===== src/cuckoo_defs.svh =====
`ifndef CUCKOO_DEFS_SVH
`define CUCKOO_DEFS_SVH

// Entry and table geometry
`define CUCKOO_KEY_WIDTH        16
`define CUCKOO_VALUE_WIDTH      16
`define CUCKOO_NUM_TABLES       2
`define CUCKOO_SLOT_WIDTH       4

// Register file
`define CUCKOO_APB_ADDR_WIDTH   8
`define CUCKOO_REG_WIDTH        32
`define CUCKOO_OPS_LIMIT_RESET  8

// Register byte offsets
`define CUCKOO_ADDR_CONTROL     8'h00
`define CUCKOO_ADDR_OPS_LIMIT   8'h04
`define CUCKOO_ADDR_INSERT_OK   8'h08
`define CUCKOO_ADDR_INSERT_FAIL 8'h0C
`define CUCKOO_ADDR_DELETE_OK   8'h10
`define CUCKOO_ADDR_DELETE_FAIL 8'h14
`define CUCKOO_ADDR_ACTIVE      8'h18

`endif


===== src/htable_pkg.sv =====
`include "cuckoo_defs.svh"
`default_nettype none

package htable_pkg;

    // ------------------------------
    // Stored data
    // ------------------------------
    typedef logic [`CUCKOO_KEY_WIDTH-1:0]   key_t;
    typedef logic [`CUCKOO_VALUE_WIDTH-1:0] value_t;

    // One table slot as stored and as moved between tables
    typedef struct packed {
        key_t   key;
        value_t value;
    } entry_t;

    // ------------------------------
    // Addressing
    // ------------------------------
    typedef logic [`CUCKOO_SLOT_WIDTH-1:0]         slot_t;
    typedef logic [$clog2(`CUCKOO_NUM_TABLES)-1:0] tbl_idx_t;

endpackage

`default_nettype wire


===== src/cuckoo_ctrl_pkg.sv =====
`include "cuckoo_defs.svh"
`default_nettype none

package cuckoo_ctrl_pkg;

    // ------------------------------
    // Encodings
    // ------------------------------
    typedef enum logic [2:0] {
        COMMAND_NOP   = 3'd0,
        COMMAND_GET   = 3'd1,
        COMMAND_SET   = 3'd2,
        COMMAND_UNSET = 3'd3,
        COMMAND_CLEAR = 3'd4
    } command_t;

    typedef enum logic {
        STATUS_OK    = 1'b0,
        STATUS_ERROR = 1'b1
    } status_t;

    // Controller FSM
    typedef enum logic [3:0] {
        ST_IDLE,
        ST_CHECK,
        ST_CHECK_WAIT,
        ST_DELETE,
        ST_DELETE_WAIT,
        ST_CLEAR,
        ST_CLEAR_WAIT,
        ST_INSERT_GET,
        ST_INSERT_GET_WAIT,
        ST_INSERT_SET,
        ST_INSERT_SET_WAIT,
        ST_DONE,
        ST_ERROR
    } state_t;

    // ------------------------------
    // Request port
    // ------------------------------
    typedef struct packed {
        command_t           command;
        htable_pkg::key_t   key;
        htable_pkg::value_t value;
    } ctrl_req_t;

    typedef struct packed {
        status_t            status;
        logic               found;
        htable_pkg::key_t   key;
        htable_pkg::value_t value;
    } ctrl_rsp_t;

    // ------------------------------
    // Table bank access
    // ------------------------------
    typedef struct packed {
        command_t             command;
        htable_pkg::tbl_idx_t tbl_idx;
        htable_pkg::entry_t   entry;
    } tbl_req_t;

    typedef struct packed {
        logic               occupied;
        htable_pkg::entry_t entry;
    } tbl_rsp_t;

    // Outcome pulses toward the counters
    typedef struct packed {
        logic insert_ok;
        logic insert_fail;
        logic delete_ok;
        logic delete_fail;
    } cuckoo_evt_t;

    // ------------------------------
    // APB
    // ------------------------------
    typedef struct packed {
        logic                              psel;
        logic                              penable;
        logic                              pwrite;
        logic [`CUCKOO_APB_ADDR_WIDTH-1:0] paddr;
        logic [`CUCKOO_REG_WIDTH-1:0]      pwdata;
    } apb_req_t;

    typedef struct packed {
        logic [`CUCKOO_REG_WIDTH-1:0] prdata;
        logic                         pready;
        logic                         pslverr;
    } apb_rsp_t;

endpackage

`default_nettype wire


===== src/cuckoo_apb_regs.sv =====
`include "cuckoo_defs.svh"
`default_nettype none

module cuckoo_apb_regs (
    input  logic                         clk,
    input  logic                         __srst,
    input  cuckoo_ctrl_pkg::apb_req_t    apb_req,
    output cuckoo_ctrl_pkg::apb_rsp_t    apb_rsp,
    input  cuckoo_ctrl_pkg::cuckoo_evt_t evt,
    output logic                         enable,
    output logic [`CUCKOO_REG_WIDTH-1:0] ops_limit
);

    localparam int NUM_CNT = 4;

    typedef logic [`CUCKOO_REG_WIDTH-1:0] reg_t;

    reg_t               cnt [NUM_CNT];
    reg_t               active;
    reg_t               rdata;
    logic [NUM_CNT-1:0] evt_vec;
    logic               access;
    logic               mapped;
    logic               read_only;
    logic               wr_en;
    logic               cnt_clear;

    // Counter order follows the register map
    assign evt_vec = {evt.delete_fail, evt.delete_ok, evt.insert_fail, evt.insert_ok};

    // ------------------------------
    // Decode
    // ------------------------------
    assign access = apb_req.psel && apb_req.penable;

    always_comb begin
        mapped    = 1'b1;
        read_only = 1'b1;
        rdata     = '0;
        case (apb_req.paddr)
            `CUCKOO_ADDR_CONTROL: begin
                read_only = 1'b0;
                rdata     = reg_t'(enable);
            end
            `CUCKOO_ADDR_OPS_LIMIT: begin
                read_only = 1'b0;
                rdata     = ops_limit;
            end
            `CUCKOO_ADDR_INSERT_OK:   rdata = cnt[0];
            `CUCKOO_ADDR_INSERT_FAIL: rdata = cnt[1];
            `CUCKOO_ADDR_DELETE_OK:   rdata = cnt[2];
            `CUCKOO_ADDR_DELETE_FAIL: rdata = cnt[3];
            `CUCKOO_ADDR_ACTIVE:      rdata = active;
            default:                  mapped = 1'b0;
        endcase
    end

    assign wr_en     = access && apb_req.pwrite && mapped && !read_only;
    assign cnt_clear = wr_en && (apb_req.paddr == `CUCKOO_ADDR_CONTROL) && apb_req.pwdata[1];

    // No wait states
    assign apb_rsp.prdata  = rdata;
    assign apb_rsp.pready  = 1'b1;
    assign apb_rsp.pslverr = access && (!mapped || (apb_req.pwrite && read_only));

    // ------------------------------
    // Control
    // ------------------------------
    always_ff @(posedge clk) begin
        if (__srst) begin
            enable    <= 1'b0;
            ops_limit <= `CUCKOO_OPS_LIMIT_RESET;
        end else if (wr_en) begin
            if (apb_req.paddr == `CUCKOO_ADDR_CONTROL)   enable    <= apb_req.pwdata[0];
            if (apb_req.paddr == `CUCKOO_ADDR_OPS_LIMIT) ops_limit <= apb_req.pwdata;
        end
    end

    // ------------------------------
    // Counters
    // ------------------------------
    always_ff @(posedge clk) begin
        for (int i = 0; i < NUM_CNT; i++) begin
            if (__srst || cnt_clear) cnt[i] <= '0;
            else if (evt_vec[i])     cnt[i] <= cnt[i] + 1'b1;
        end
    end

    // Fill level survives a counter clear and a table CLEAR
    always_ff @(posedge clk) begin
        if (__srst)             active <= '0;
        else if (evt.insert_ok) active <= active + 1'b1;
        else if (evt.delete_ok) active <= active - 1'b1;
    end

endmodule

`default_nettype wire


===== src/cuckoo_controller.sv =====
`include "cuckoo_defs.svh"
`default_nettype none

module cuckoo_controller (
    input  logic                         clk,
    input  logic                         __srst,
    input  logic                         enable,
    input  logic [`CUCKOO_REG_WIDTH-1:0] ops_limit,
    input  logic                         req,
    input  cuckoo_ctrl_pkg::ctrl_req_t   ctrl_req,
    output logic                         rdy,
    output logic                         ack,
    output cuckoo_ctrl_pkg::ctrl_rsp_t   ctrl_rsp,
    output logic                         tbl_valid,
    output cuckoo_ctrl_pkg::tbl_req_t    tbl_req,
    input  logic                         tbl_ack,
    input  cuckoo_ctrl_pkg::tbl_rsp_t    tbl_rsp,
    output cuckoo_ctrl_pkg::cuckoo_evt_t evt
);

    cuckoo_ctrl_pkg::state_t      state;
    cuckoo_ctrl_pkg::state_t      nxt_state;
    cuckoo_ctrl_pkg::command_t    command;
    cuckoo_ctrl_pkg::command_t    tbl_command;
    htable_pkg::entry_t           hand;
    htable_pkg::entry_t           found_entry;
    htable_pkg::key_t             orig_key;
    htable_pkg::tbl_idx_t         tbl_idx;
    logic [`CUCKOO_REG_WIDTH-1:0] moves;
    logic                         found;
    logic                         accept;
    logic                         hit;
    logic                         evict;
    logic                         last_tbl;
    logic                         loop_limit;
    logic                         idx_inc;

    assign accept   = req && rdy;
    assign hit      = tbl_rsp.occupied && (tbl_rsp.entry.key == hand.key);
    assign evict    = (state == cuckoo_ctrl_pkg::ST_INSERT_SET_WAIT) && tbl_ack && tbl_rsp.occupied;
    assign last_tbl = (tbl_idx == htable_pkg::tbl_idx_t'(`CUCKOO_NUM_TABLES - 1));

    // Give up only with the original key in hand, so that key is the one left out
    assign loop_limit = (hand.key == orig_key) && (moves > ops_limit);

    // ------------------------------
    // FSM
    // ------------------------------
    always_ff @(posedge clk) begin
        if (__srst) begin
            state <= cuckoo_ctrl_pkg::ST_IDLE;
        end else begin
            state <= nxt_state;
        end
    end

    always_comb begin
        nxt_state   = state;
        rdy         = 1'b0;
        ack         = 1'b0;
        tbl_valid   = 1'b0;
        tbl_command = cuckoo_ctrl_pkg::COMMAND_NOP;
        idx_inc     = 1'b0;
        case (state)
            cuckoo_ctrl_pkg::ST_IDLE: begin
                rdy = enable;
                if (req && enable) begin
                    case (ctrl_req.command)
                        cuckoo_ctrl_pkg::COMMAND_NOP:   nxt_state = cuckoo_ctrl_pkg::ST_DONE;
                        cuckoo_ctrl_pkg::COMMAND_CLEAR: nxt_state = cuckoo_ctrl_pkg::ST_CLEAR;
                        cuckoo_ctrl_pkg::COMMAND_GET,
                        cuckoo_ctrl_pkg::COMMAND_SET,
                        cuckoo_ctrl_pkg::COMMAND_UNSET: nxt_state = cuckoo_ctrl_pkg::ST_CHECK;
                        default:                        nxt_state = cuckoo_ctrl_pkg::ST_ERROR;
                    endcase
                end
            end
            // Lookup over all tables
            cuckoo_ctrl_pkg::ST_CHECK: begin
                tbl_valid   = 1'b1;
                tbl_command = cuckoo_ctrl_pkg::COMMAND_GET;
                nxt_state   = cuckoo_ctrl_pkg::ST_CHECK_WAIT;
            end
            cuckoo_ctrl_pkg::ST_CHECK_WAIT: begin
                if (tbl_ack) begin
                    if (hit) begin
                        if (command == cuckoo_ctrl_pkg::COMMAND_GET) begin
                            nxt_state = cuckoo_ctrl_pkg::ST_DONE;
                        end else if (command == cuckoo_ctrl_pkg::COMMAND_UNSET) begin
                            nxt_state = cuckoo_ctrl_pkg::ST_DELETE;
                        end else begin
                            nxt_state = cuckoo_ctrl_pkg::ST_ERROR;
                        end
                    end else begin
                        // Wraps back to table 0 after the last one, ready for an insert
                        idx_inc = 1'b1;
                        if (!last_tbl) begin
                            nxt_state = cuckoo_ctrl_pkg::ST_CHECK;
                        end else if (command == cuckoo_ctrl_pkg::COMMAND_GET) begin
                            nxt_state = cuckoo_ctrl_pkg::ST_DONE;
                        end else if (command == cuckoo_ctrl_pkg::COMMAND_SET) begin
                            nxt_state = cuckoo_ctrl_pkg::ST_INSERT_GET;
                        end else begin
                            nxt_state = cuckoo_ctrl_pkg::ST_ERROR;
                        end
                    end
                end
            end
            cuckoo_ctrl_pkg::ST_DELETE: begin
                tbl_valid   = 1'b1;
                tbl_command = cuckoo_ctrl_pkg::COMMAND_UNSET;
                nxt_state   = cuckoo_ctrl_pkg::ST_DELETE_WAIT;
            end
            cuckoo_ctrl_pkg::ST_DELETE_WAIT: begin
                if (tbl_ack) nxt_state = cuckoo_ctrl_pkg::ST_DONE;
            end
            cuckoo_ctrl_pkg::ST_CLEAR: begin
                tbl_valid   = 1'b1;
                tbl_command = cuckoo_ctrl_pkg::COMMAND_CLEAR;
                nxt_state   = cuckoo_ctrl_pkg::ST_CLEAR_WAIT;
            end
            cuckoo_ctrl_pkg::ST_CLEAR_WAIT: begin
                if (tbl_ack) begin
                    idx_inc   = 1'b1;
                    nxt_state = last_tbl ? cuckoo_ctrl_pkg::ST_DONE : cuckoo_ctrl_pkg::ST_CLEAR;
                end
            end
            // Displacement loop
            cuckoo_ctrl_pkg::ST_INSERT_GET: begin
                tbl_valid   = 1'b1;
                tbl_command = cuckoo_ctrl_pkg::COMMAND_GET;
                nxt_state   = cuckoo_ctrl_pkg::ST_INSERT_GET_WAIT;
            end
            cuckoo_ctrl_pkg::ST_INSERT_GET_WAIT: begin
                if (tbl_ack) begin
                    if (tbl_rsp.occupied && loop_limit) begin
                        nxt_state = cuckoo_ctrl_pkg::ST_ERROR;
                    end else begin
                        nxt_state = cuckoo_ctrl_pkg::ST_INSERT_SET;
                    end
                end
            end
            cuckoo_ctrl_pkg::ST_INSERT_SET: begin
                tbl_valid   = 1'b1;
                tbl_command = cuckoo_ctrl_pkg::COMMAND_SET;
                nxt_state   = cuckoo_ctrl_pkg::ST_INSERT_SET_WAIT;
            end
            cuckoo_ctrl_pkg::ST_INSERT_SET_WAIT: begin
                if (tbl_ack) begin
                    idx_inc   = tbl_rsp.occupied;
                    nxt_state = tbl_rsp.occupied ? cuckoo_ctrl_pkg::ST_INSERT_GET
                                                 : cuckoo_ctrl_pkg::ST_DONE;
                end
            end
            cuckoo_ctrl_pkg::ST_DONE,
            cuckoo_ctrl_pkg::ST_ERROR: begin
                ack       = 1'b1;
                nxt_state = cuckoo_ctrl_pkg::ST_IDLE;
            end
            default: nxt_state = cuckoo_ctrl_pkg::ST_IDLE;
        endcase
    end

    // ------------------------------
    // Context
    // ------------------------------
    // Request entry, then whichever entry was last pushed out
    always_ff @(posedge clk) begin
        if (accept) begin
            command    <= ctrl_req.command;
            orig_key   <= ctrl_req.key;
            hand.key   <= ctrl_req.key;
            hand.value <= ctrl_req.value;
        end else if (evict) begin
            hand <= tbl_rsp.entry;
        end
    end

    always_ff @(posedge clk) begin
        if (state == cuckoo_ctrl_pkg::ST_IDLE) begin
            tbl_idx <= '0;
            moves   <= '0;
        end else begin
            if (idx_inc) tbl_idx <= last_tbl ? '0 : tbl_idx + 1'b1;
            if (evict)   moves   <= moves + 1'b1;
        end
    end

    always_ff @(posedge clk) begin
        if (__srst || accept) begin
            found <= 1'b0;
        end else if ((state == cuckoo_ctrl_pkg::ST_CHECK_WAIT) && tbl_ack && hit) begin
            found       <= 1'b1;
            found_entry <= tbl_rsp.entry;
        end
    end

    assign tbl_req.command = tbl_command;
    assign tbl_req.tbl_idx = tbl_idx;
    assign tbl_req.entry   = hand;

    // ------------------------------
    // Response and outcomes
    // ------------------------------
    assign ctrl_rsp.status = (state == cuckoo_ctrl_pkg::ST_DONE) ? cuckoo_ctrl_pkg::STATUS_OK
                                                                  : cuckoo_ctrl_pkg::STATUS_ERROR;
    assign ctrl_rsp.found  = found;
    assign ctrl_rsp.key    = found ? found_entry.key : '0;
    assign ctrl_rsp.value  = found ? found_entry.value : '0;

    always_ff @(posedge clk) begin
        if (__srst) begin
            evt <= '0;
        end else begin
            evt.insert_ok   <= ack && !ctrl_rsp.status && (command == cuckoo_ctrl_pkg::COMMAND_SET);
            evt.insert_fail <= ack && ctrl_rsp.status && (command == cuckoo_ctrl_pkg::COMMAND_SET);
            evt.delete_ok   <= ack && !ctrl_rsp.status && (command == cuckoo_ctrl_pkg::COMMAND_UNSET);
            evt.delete_fail <= ack && ctrl_rsp.status && (command == cuckoo_ctrl_pkg::COMMAND_UNSET);
        end
    end

endmodule

`default_nettype wire


===== src/cuckoo_table_bank.sv =====
`include "cuckoo_defs.svh"
`default_nettype none

module cuckoo_table_bank (
    input  logic                      clk,
    input  logic                      __srst,
    input  logic                      tbl_valid,
    input  cuckoo_ctrl_pkg::tbl_req_t tbl_req,
    output logic                      tbl_ack,
    output cuckoo_ctrl_pkg::tbl_rsp_t tbl_rsp
);

    localparam int NUM_SLOTS = 1 << `CUCKOO_SLOT_WIDTH;

    htable_pkg::entry_t   mem   [`CUCKOO_NUM_TABLES][NUM_SLOTS];
    logic [NUM_SLOTS-1:0] valid [`CUCKOO_NUM_TABLES];

    htable_pkg::slot_t    slot;
    htable_pkg::tbl_idx_t idx;

    // ------------------------------
    // Hash
    // ------------------------------
    // Table n takes key nibble n as its slot
    assign idx  = tbl_req.tbl_idx;
    assign slot = tbl_req.entry.key[idx * `CUCKOO_SLOT_WIDTH +: `CUCKOO_SLOT_WIDTH];

    // ------------------------------
    // Storage
    // ------------------------------
    always_ff @(posedge clk) begin
        if (tbl_valid && (tbl_req.command == cuckoo_ctrl_pkg::COMMAND_SET)) begin
            mem[idx][slot] <= tbl_req.entry;
        end
    end

    always_ff @(posedge clk) begin
        if (__srst) begin
            for (int t = 0; t < `CUCKOO_NUM_TABLES; t++) begin
                valid[t] <= '0;
            end
        end else if (tbl_valid) begin
            case (tbl_req.command)
                cuckoo_ctrl_pkg::COMMAND_SET:   valid[idx][slot] <= 1'b1;
                cuckoo_ctrl_pkg::COMMAND_UNSET: valid[idx][slot] <= 1'b0;
                cuckoo_ctrl_pkg::COMMAND_CLEAR: valid[idx]       <= '0;
                default: ;
            endcase
        end
    end

    // ------------------------------
    // Response
    // ------------------------------
    always_ff @(posedge clk) begin
        if (__srst) begin
            tbl_ack <= 1'b0;
        end else begin
            tbl_ack <= tbl_valid;
        end
    end

    // Slot contents before this access, so SET and UNSET hand back the old entry
    always_ff @(posedge clk) begin
        if (tbl_valid) begin
            tbl_rsp.occupied <= valid[idx][slot];
            tbl_rsp.entry    <= mem[idx][slot];
        end
    end

endmodule

`default_nettype wire


===== src/cuckoo_top.sv =====
`include "cuckoo_defs.svh"
`default_nettype none

module cuckoo_top (
    input  logic                       clk,
    input  logic                       __srst,
    input  cuckoo_ctrl_pkg::apb_req_t  apb_req,
    output cuckoo_ctrl_pkg::apb_rsp_t  apb_rsp,
    input  logic                       req,
    input  cuckoo_ctrl_pkg::ctrl_req_t ctrl_req,
    output logic                       rdy,
    output logic                       ack,
    output cuckoo_ctrl_pkg::ctrl_rsp_t ctrl_rsp
);

    logic                         enable;
    logic [`CUCKOO_REG_WIDTH-1:0] ops_limit;
    cuckoo_ctrl_pkg::cuckoo_evt_t evt;
    logic                         tbl_valid;
    logic                         tbl_ack;
    cuckoo_ctrl_pkg::tbl_req_t    tbl_req;
    cuckoo_ctrl_pkg::tbl_rsp_t    tbl_rsp;

    cuckoo_controller i_cuckoo_controller (
        .clk       ( clk ),
        .__srst    ( __srst ),
        .enable    ( enable ),
        .ops_limit ( ops_limit ),
        .req       ( req ),
        .ctrl_req  ( ctrl_req ),
        .rdy       ( rdy ),
        .ack       ( ack ),
        .ctrl_rsp  ( ctrl_rsp ),
        .tbl_valid ( tbl_valid ),
        .tbl_req   ( tbl_req ),
        .tbl_ack   ( tbl_ack ),
        .tbl_rsp   ( tbl_rsp ),
        .evt       ( evt )
    );

    cuckoo_table_bank i_cuckoo_table_bank (
        .clk       ( clk ),
        .__srst    ( __srst ),
        .tbl_valid ( tbl_valid ),
        .tbl_req   ( tbl_req ),
        .tbl_ack   ( tbl_ack ),
        .tbl_rsp   ( tbl_rsp )
    );

    cuckoo_apb_regs i_cuckoo_apb_regs (
        .clk       ( clk ),
        .__srst    ( __srst ),
        .apb_req   ( apb_req ),
        .apb_rsp   ( apb_rsp ),
        .evt       ( evt ),
        .enable    ( enable ),
        .ops_limit ( ops_limit )
    );

endmodule

`default_nettype wire


===== config.mk =====
export PLATFORM = sky130hd
export DESIGN_NAME = cuckoo_top
export DESIGN_NICKNAME = d
export VERILOG_FILES = /design/src/htable_pkg.sv /design/src/cuckoo_ctrl_pkg.sv /design/src/cuckoo_apb_regs.sv /design/src/cuckoo_controller.sv /design/src/cuckoo_table_bank.sv /design/src/cuckoo_top.sv
export VERILOG_INCLUDE_DIRS = /design/src
export SDC_FILE = /design/constraint.sdc
export NUM_CORES = 2
export LEC_CHECK = 0
export BUFFER_PORTS_ARGS = -buffer_cell sky130_fd_sc_hd__buf_2
export CORE_ASPECT_RATIO = 1.1
export CORE_MARGIN = 2
export CORE_UTILIZATION = 40
export CTS_BUF_LIST = sky130_fd_sc_hd__clkbuf_4 sky130_fd_sc_hd__clkbuf_8 sky130_fd_sc_hd__clkbuf_16
export DETAILED_ROUTE_END_ITERATION = 6
export PLACE_DENSITY = 0.59
export SLEW_MARGIN = 0
export SYNTH_ARGS = -nofsm -noshare
export SYNTH_HDL_FRONTEND = slang
export SYNTH_HIERARCHICAL = 1
export SYNTH_SLANG_ARGS = --single-unit

===== constraint.sdc =====
create_clock -name clk -period 9.5 [get_ports clk]
set_input_delay 1.9 -clock clk [delete_from_list [all_inputs] [get_ports clk]]
set_output_delay 1.9 -clock clk [all_outputs]
set_load 0.05 [all_outputs]

## Word-level counts from Yosys, hierarchy flattened

Memories as Yosys holds them, arrays and structs flattened. A register that Yosys moved wholly into a read port is not among the register bits.
Index checks and enable logic that the tools add are counted.

- Add/subtract/negate cells: 8
- $lt $le $gt $ge: 5
- Bitwise logic cells: 38
- Reductions and logical operators: 46
- Shift operators: 1
- Equality and inequality tests: 36
- Muxes and demuxes: 119

Operators by type and width:

| operator | number |
|---|---|
| $mux W512 | 1 |
| $mux W32 | 11 |
| $pmux W32 S7 | 1 |
| $add A32 B1 Y32 const B | 6 |
| $bmux W32 S4 | 1 |
| $demux W32 S4 | 1 |
| $mux W16 | 6 |
| $mux W1 | 77 |
| $mux W4 | 14 |
| $pmux W4 S11 | 1 |
| $or A1 B1 Y1 | 36 |
| $eq A16 B16 Y1 | 2 |
| $gt A32 B32 Y1 | 1 |
| $sub A32 B1 Y32 const B | 1 |
| $logic_and A1 B1 Y1 | 26 |
| $eq A8 B5 Y1 const B | 3 |
| $eq A4 B4 Y1 const B | 5 |
| $eq A3 B2 Y1 const B | 6 |
| $eq A4 B3 Y1 const B | 4 |
| $eq A8 B4 Y1 const B | 2 |
| $reduce_or A16 Y1 | 1 |
| $shiftx A16 B4 Y4 | 1 |
| $ne A2 B1 Y1 const B | 6 |
| $pmux W3 S4 | 1 |
| 29 further kinds | 39 |

- Input port bits: 81
- Bits in writable memories: 1,184
- Flip-flop bits (word level): 224
- Memories kept: 3
- Logic and storage cells: 277

Memory list:

| name | words | bits a word | read ports | clocked after Yosys merged registers in | write ports | RTL line | RTL |
|---|---|---|---|---|---|---|---|
| i_cuckoo_table_bank.mem | 2 | 512 | 1 | 1 | 1 | cuckoo_table_bank.sv:15 | `` htable_pkg::entry_t mem [`CUCKOO_NUM_TABLES][NUM_SLOTS]; `` |
| i_cuckoo_apb_regs.cnt | 4 | 32 | 4 | 0 | 4 | cuckoo_apb_regs.sv:18 | `reg_t cnt [NUM_CNT];` |
| i_cuckoo_table_bank.valid | 2 | 16 | 1 | 1 | 2 | cuckoo_table_bank.sv:16 | `` logic [NUM_SLOTS-1:0] valid [`CUCKOO_NUM_TABLES]; `` |

## Depth between registers and ports, before layout

- Depth in word-level cells: 12
- Mapped depth: 11
- Mapped depth without buffers: 10

## Cells and area by module

Netlist, hierarchy kept.

Modules (own cells, without submodules):

| module | cells each | area each (µm²) | instances |
|---|---|---|---|
| cuckoo_table_bank | 2,458 | 42,737.2 | 1 |
| cuckoo_apb_regs | 1,300 | 11,598.6 | 1 |
| cuckoo_controller | 613 | 6,568.8 | 1 |

## Worst setup path before layout

OpenSTA, ideal clock, no wires.

- Path kind: input-to-output
- Start point: input apb_req[32] (netlist name)
- End point: output apb_rsp[10] (netlist name)
- Arrival time: 3,858 ps
- Path buffers: 1
- Data required time: 7,600 ps
- Path slack: 3,742 ps
- Stages on the path: 6
- Path through: or4_1 > or3_1 > nor2_1 > clkbuf_1 > a22oi_1 > nand3_1

RTL lines:

| what | RTL line | RTL |
|---|---|---|
| start: declaration | cuckoo_top.sv:7 | `input cuckoo_ctrl_pkg::apb_req_t apb_req,` |
| end: declaration | cuckoo_top.sv:8 | `output cuckoo_ctrl_pkg::apb_rsp_t apb_rsp,` |

==> flow_metrics.env <==
export IMPL_numPortBuffers=149
export IMPL_synth_top_area_share_pct=64.10
export IMPL_rsz0062_at_grt="false"
export IMPL_fin_crit_ns=6.019
export IMPL_cp_end_kind="output port"
export IMPL_cts_hold_buffers=0
export IMPL_die_area_um2=155400
export IMPL_die_w_um=376.0
export IMPL_max_vdd_ir_drop_v=0.0001472
export IMPL_drt_wl_total_mm=176.4
export IMPL_hold_viol=0
export IMPL_synth_distinct_cells=82
export IMPL_clkPwrFrac_pct=43.8
export IMPL_crit_path_top_delay_cell="or4_1"
export IMPL_status="finished clean"
export IMPL_io_pins=151
export IMPL_p_leak_nw=23.42
export IMPL_drc_errors=0
export IMPL_seq_power_share_pct=52.3
export IMPL_yosys_top_cells_area="edfxtp_1, mux2i_1, dfxtp_1"
export IMPL_finalNonFillerCells=6614
export IMPL_grt_pass1_vias=37516
export IMPL_switching_power_mw=2.904
export IMPL_total_power_mw=13.24
export IMPL_ctsRootBufferMaster="clkbuf_16"
export IMPL_num_rows=150
export IMPL_fmax_mhz=166.1
export IMPL_synth_seq_cells=1408
export IMPL_syn_area_um2=60900
export IMPL_dp_hpwl_mm=106.4
export IMPL_synth_edf_count=1300
export IMPL_hold_class="flip-flop to flip-flop"
export IMPL_grt_busiest_layer="met2"
export IMPL_dpl_cell_count=6337
export IMPL_finalMaxSlewViolations=0
export IMPL_fin_ws_ns=3.481
export IMPL_cp_start_kind="input port"
export IMPL_grt_pass1_wl_mm=256.8
export IMPL_yosysTopAreaCell="edfxtp_1"
export IMPL_intPower_mw=10.33
export IMPL_vias_per_cell=5.806
export IMPL_antenna_found_initial=16
export IMPL_critical_path_max_stage_delay_ns=0.56
export IMPL_overflow=0
export IMPL_clockBufferDepth=3
export IMPL_ys_flop_type="edfxtp_1"
export IMPL_cts_max_level=4
export IMPL_synth_fp_nets=4520
export IMPL_core_um2=151600
export IMPL_tightest_slew_ns=1.217
export IMPL_syn_to_final_growth_pct=13.42
export IMPL_gp_routability_congestion=0.9141
export IMPL_met3_usage_pct=3.620
export IMPL_comb_power_share_pct=3.9
export IMPL_sw_frac_of_total_pct=21.94
export IMPL_clk_latency_ns=0.80
export IMPL_fill_cells=13503
export IMPL_crit_arrival_ns=4.12
export IMPL_final_common_cell="edfxtp_1"
export IMPL_vias=38401
export IMPL_setup_tns_ns=0
export IMPL_firstDrtPassIters=6
export IMPL_async_reset_ff_share_pct=0
export IMPL_cts_sinks=1408
export IMPL_maxCapViolations=0
export IMPL_syn_area_per_cell_um2=13.93
export IMPL_relSlewSlack_pct=18.84
export IMPL_setup_viol=0
export IMPL_critPathKind="input port to output port"
export IMPL_final_cell_mix="edfxtp_1, mux2i_1, nand2_1"
export IMPL_p_per_area_nw_per_um2=191.6
export IMPL_grt_usage_pct=22.40
export IMPL_clkTransAtPathRegs_ns=0.05
export IMPL_skew_ns=0.04008
export IMPL_nNetsFinal=4664
export IMPL_numCtsBuffers=152
export IMPL_cp_common_cell="buf_2"
export IMPL_wl_per_cell_um=26.67
export IMPL_worst_path_max_fanout=31
export IMPL_critPathRequiredTime_ns=7.60
export IMPL_met1_usage_pct=28.56
export IMPL_initial_core_util_pct=40.16
export IMPL_cts_tree="done"
export IMPL_utilization_pct=45.55
export IMPL_ant_nets=0
export IMPL_ys_seq_area_share_pct=67.65
export IMPL_syn_inst=4371
export IMPL_grt_max_degree=116
export IMPL_critical_path_cell_chain="buf_2, or4_1, or3_1, nor2_2, buf_4, a22oi_1, nand3_1, buf_2"
export IMPL_die_h_um=413.3
export IMPL_post_cts_resized=0
export IMPL_pre_cts_slack_ns=3.526
export IMPL_initialDrtViolationCount=3562
export IMPL_cts_setup_buffers=0
export IMPL_met2_usage_pct=37.99
export IMPL_drive_gt1_share_pct=15.22
export IMPL_period_share_pct=63.36
export IMPL_synth_warnings=6
## state kept, by name, indices dropped and copies added (netlist names), 3 cells and up
register / cells
i_cuckoo_controller/evt: 4
i_cuckoo_table_bank/tbl_rsp: 33
i_cuckoo_controller/state: 4
i_cuckoo_apb_regs/cnt: 128
i_cuckoo_table_bank/mem: 1024
i_cuckoo_table_bank/valid: 32
i_cuckoo_controller/command: 3
i_cuckoo_controller/tbl_req: 32
i_cuckoo_apb_regs/ops_limit: 32
i_cuckoo_controller/moves: 32
i_cuckoo_controller/found_entry: 32
i_cuckoo_apb_regs/active: 32
i_cuckoo_controller/orig_key: 16
## final timing paths
kind	start	to	slack (ns)	cells after the start
max	apb_req[32]	apb_rsp[3]	3.48	8
min	i_cuckoo_table_bank/tbl_rsp[1]$_DFFE_PP_	i_cuckoo_controller/found_entry[1]$_DFFE_PP_	0.45	0
max reg2reg	i_cuckoo_controller/tbl_req[16]$_DFFE_PP_	i_cuckoo_table_bank/tbl_rsp[17]$_DFFE_PP_	5.51	7
min reg2reg	i_cuckoo_table_bank/tbl_rsp[1]$_DFFE_PP_	i_cuckoo_controller/found_entry[1]$_DFFE_PP_	0.45	0
## cells in the mapped netlist (all sizes together), types with 68 or more instances
master,n
a21oi,166
a22oi,100
buf,115
clkbuf,144
dfxtp,108
edfxtp,1300
inv,68
mux2,132
mux2i,305
nand2,269
nand3,140
nor2,271
o211ai,73
o21ai,142
o22ai,137
xor2,119
## metrics by stage
step / instance area [um2] / hold slack [ns]
after detailed placement: 64140 / 0.4367
after global placement: 64140 / 0.4350
after floorplan: 60900 / 0.4222
final: 69080 / 0.4544
after CTS: 69060 / 0.4615
after global routing: 69060 / 0.4671
## worst max-delay path, delay by kind of cell
| kind | cells | cell delay [ns] |
|---|---|---|
| simple gates | 4 | 1.29 |
| buf+inv | 3 | 0.75 |
| compound gates | 1 | 0.16 |
## metal layers
layer | share of wire, % | wire length (um)
met1 | 41 | 71830
met2 | 49 | 86480
met3 | 6.2 | 10880
met4 | 4.1 | 7148
met5 | 0.027 | 48
## layout make-up
cell class                      count  area (um2)  share of cell area (%)
Inverter                           68       255.2                  0.3695
Clock buffer                      197        4244                   6.144
Timing Repair Buffer              249        1524                   2.206
Multi-Input combinational cell   2636       18690                   27.05
Sequential cell                  1408       41200                   59.65
Antenna cell                        5       12.51                 0.01811
Clock inverter                     75       676.9                  0.9799
Tap cell                         1976        2472                   3.579
## cells by family (layout without fill, tap and decap cells)
kind of cell / Yosys count / in the layout / synth area share (%)
adder cells (fa/ha/maj): 68 / 68 / 1.409
AND/OR/NAND/NOR: 1033 / 1033 / 8.374
XOR/XNOR: 174 / 174 / 2.502
flip-flops: 1408 / 1408 / 67.65
other: 1 / 6 / 0.006157
buffers and inverters: 327 / 589 / 2.291
AO/OA/AOI/OAI: 923 / 923 / 10.23
multiplexers: 437 / 437 / 7.546
## power groups by stage
| stage | Clock [mW] | Sequential [mW] | Combinational [mW] |
|---|---|---|---|
| after floorplan | 0 | 6.97 | 0.365 |
| after global placement | 0 | 7.05 | 0.516 |
| after detailed placement | 0 | 7.05 | 0.517 |
| after CTS | 5.92 | 6.92 | 0.520 |
| after global routing | 6.15 | 6.92 | 0.560 |
| final | 5.80 | 6.92 | 0.518 |
(Power assumes the default switching activity.)
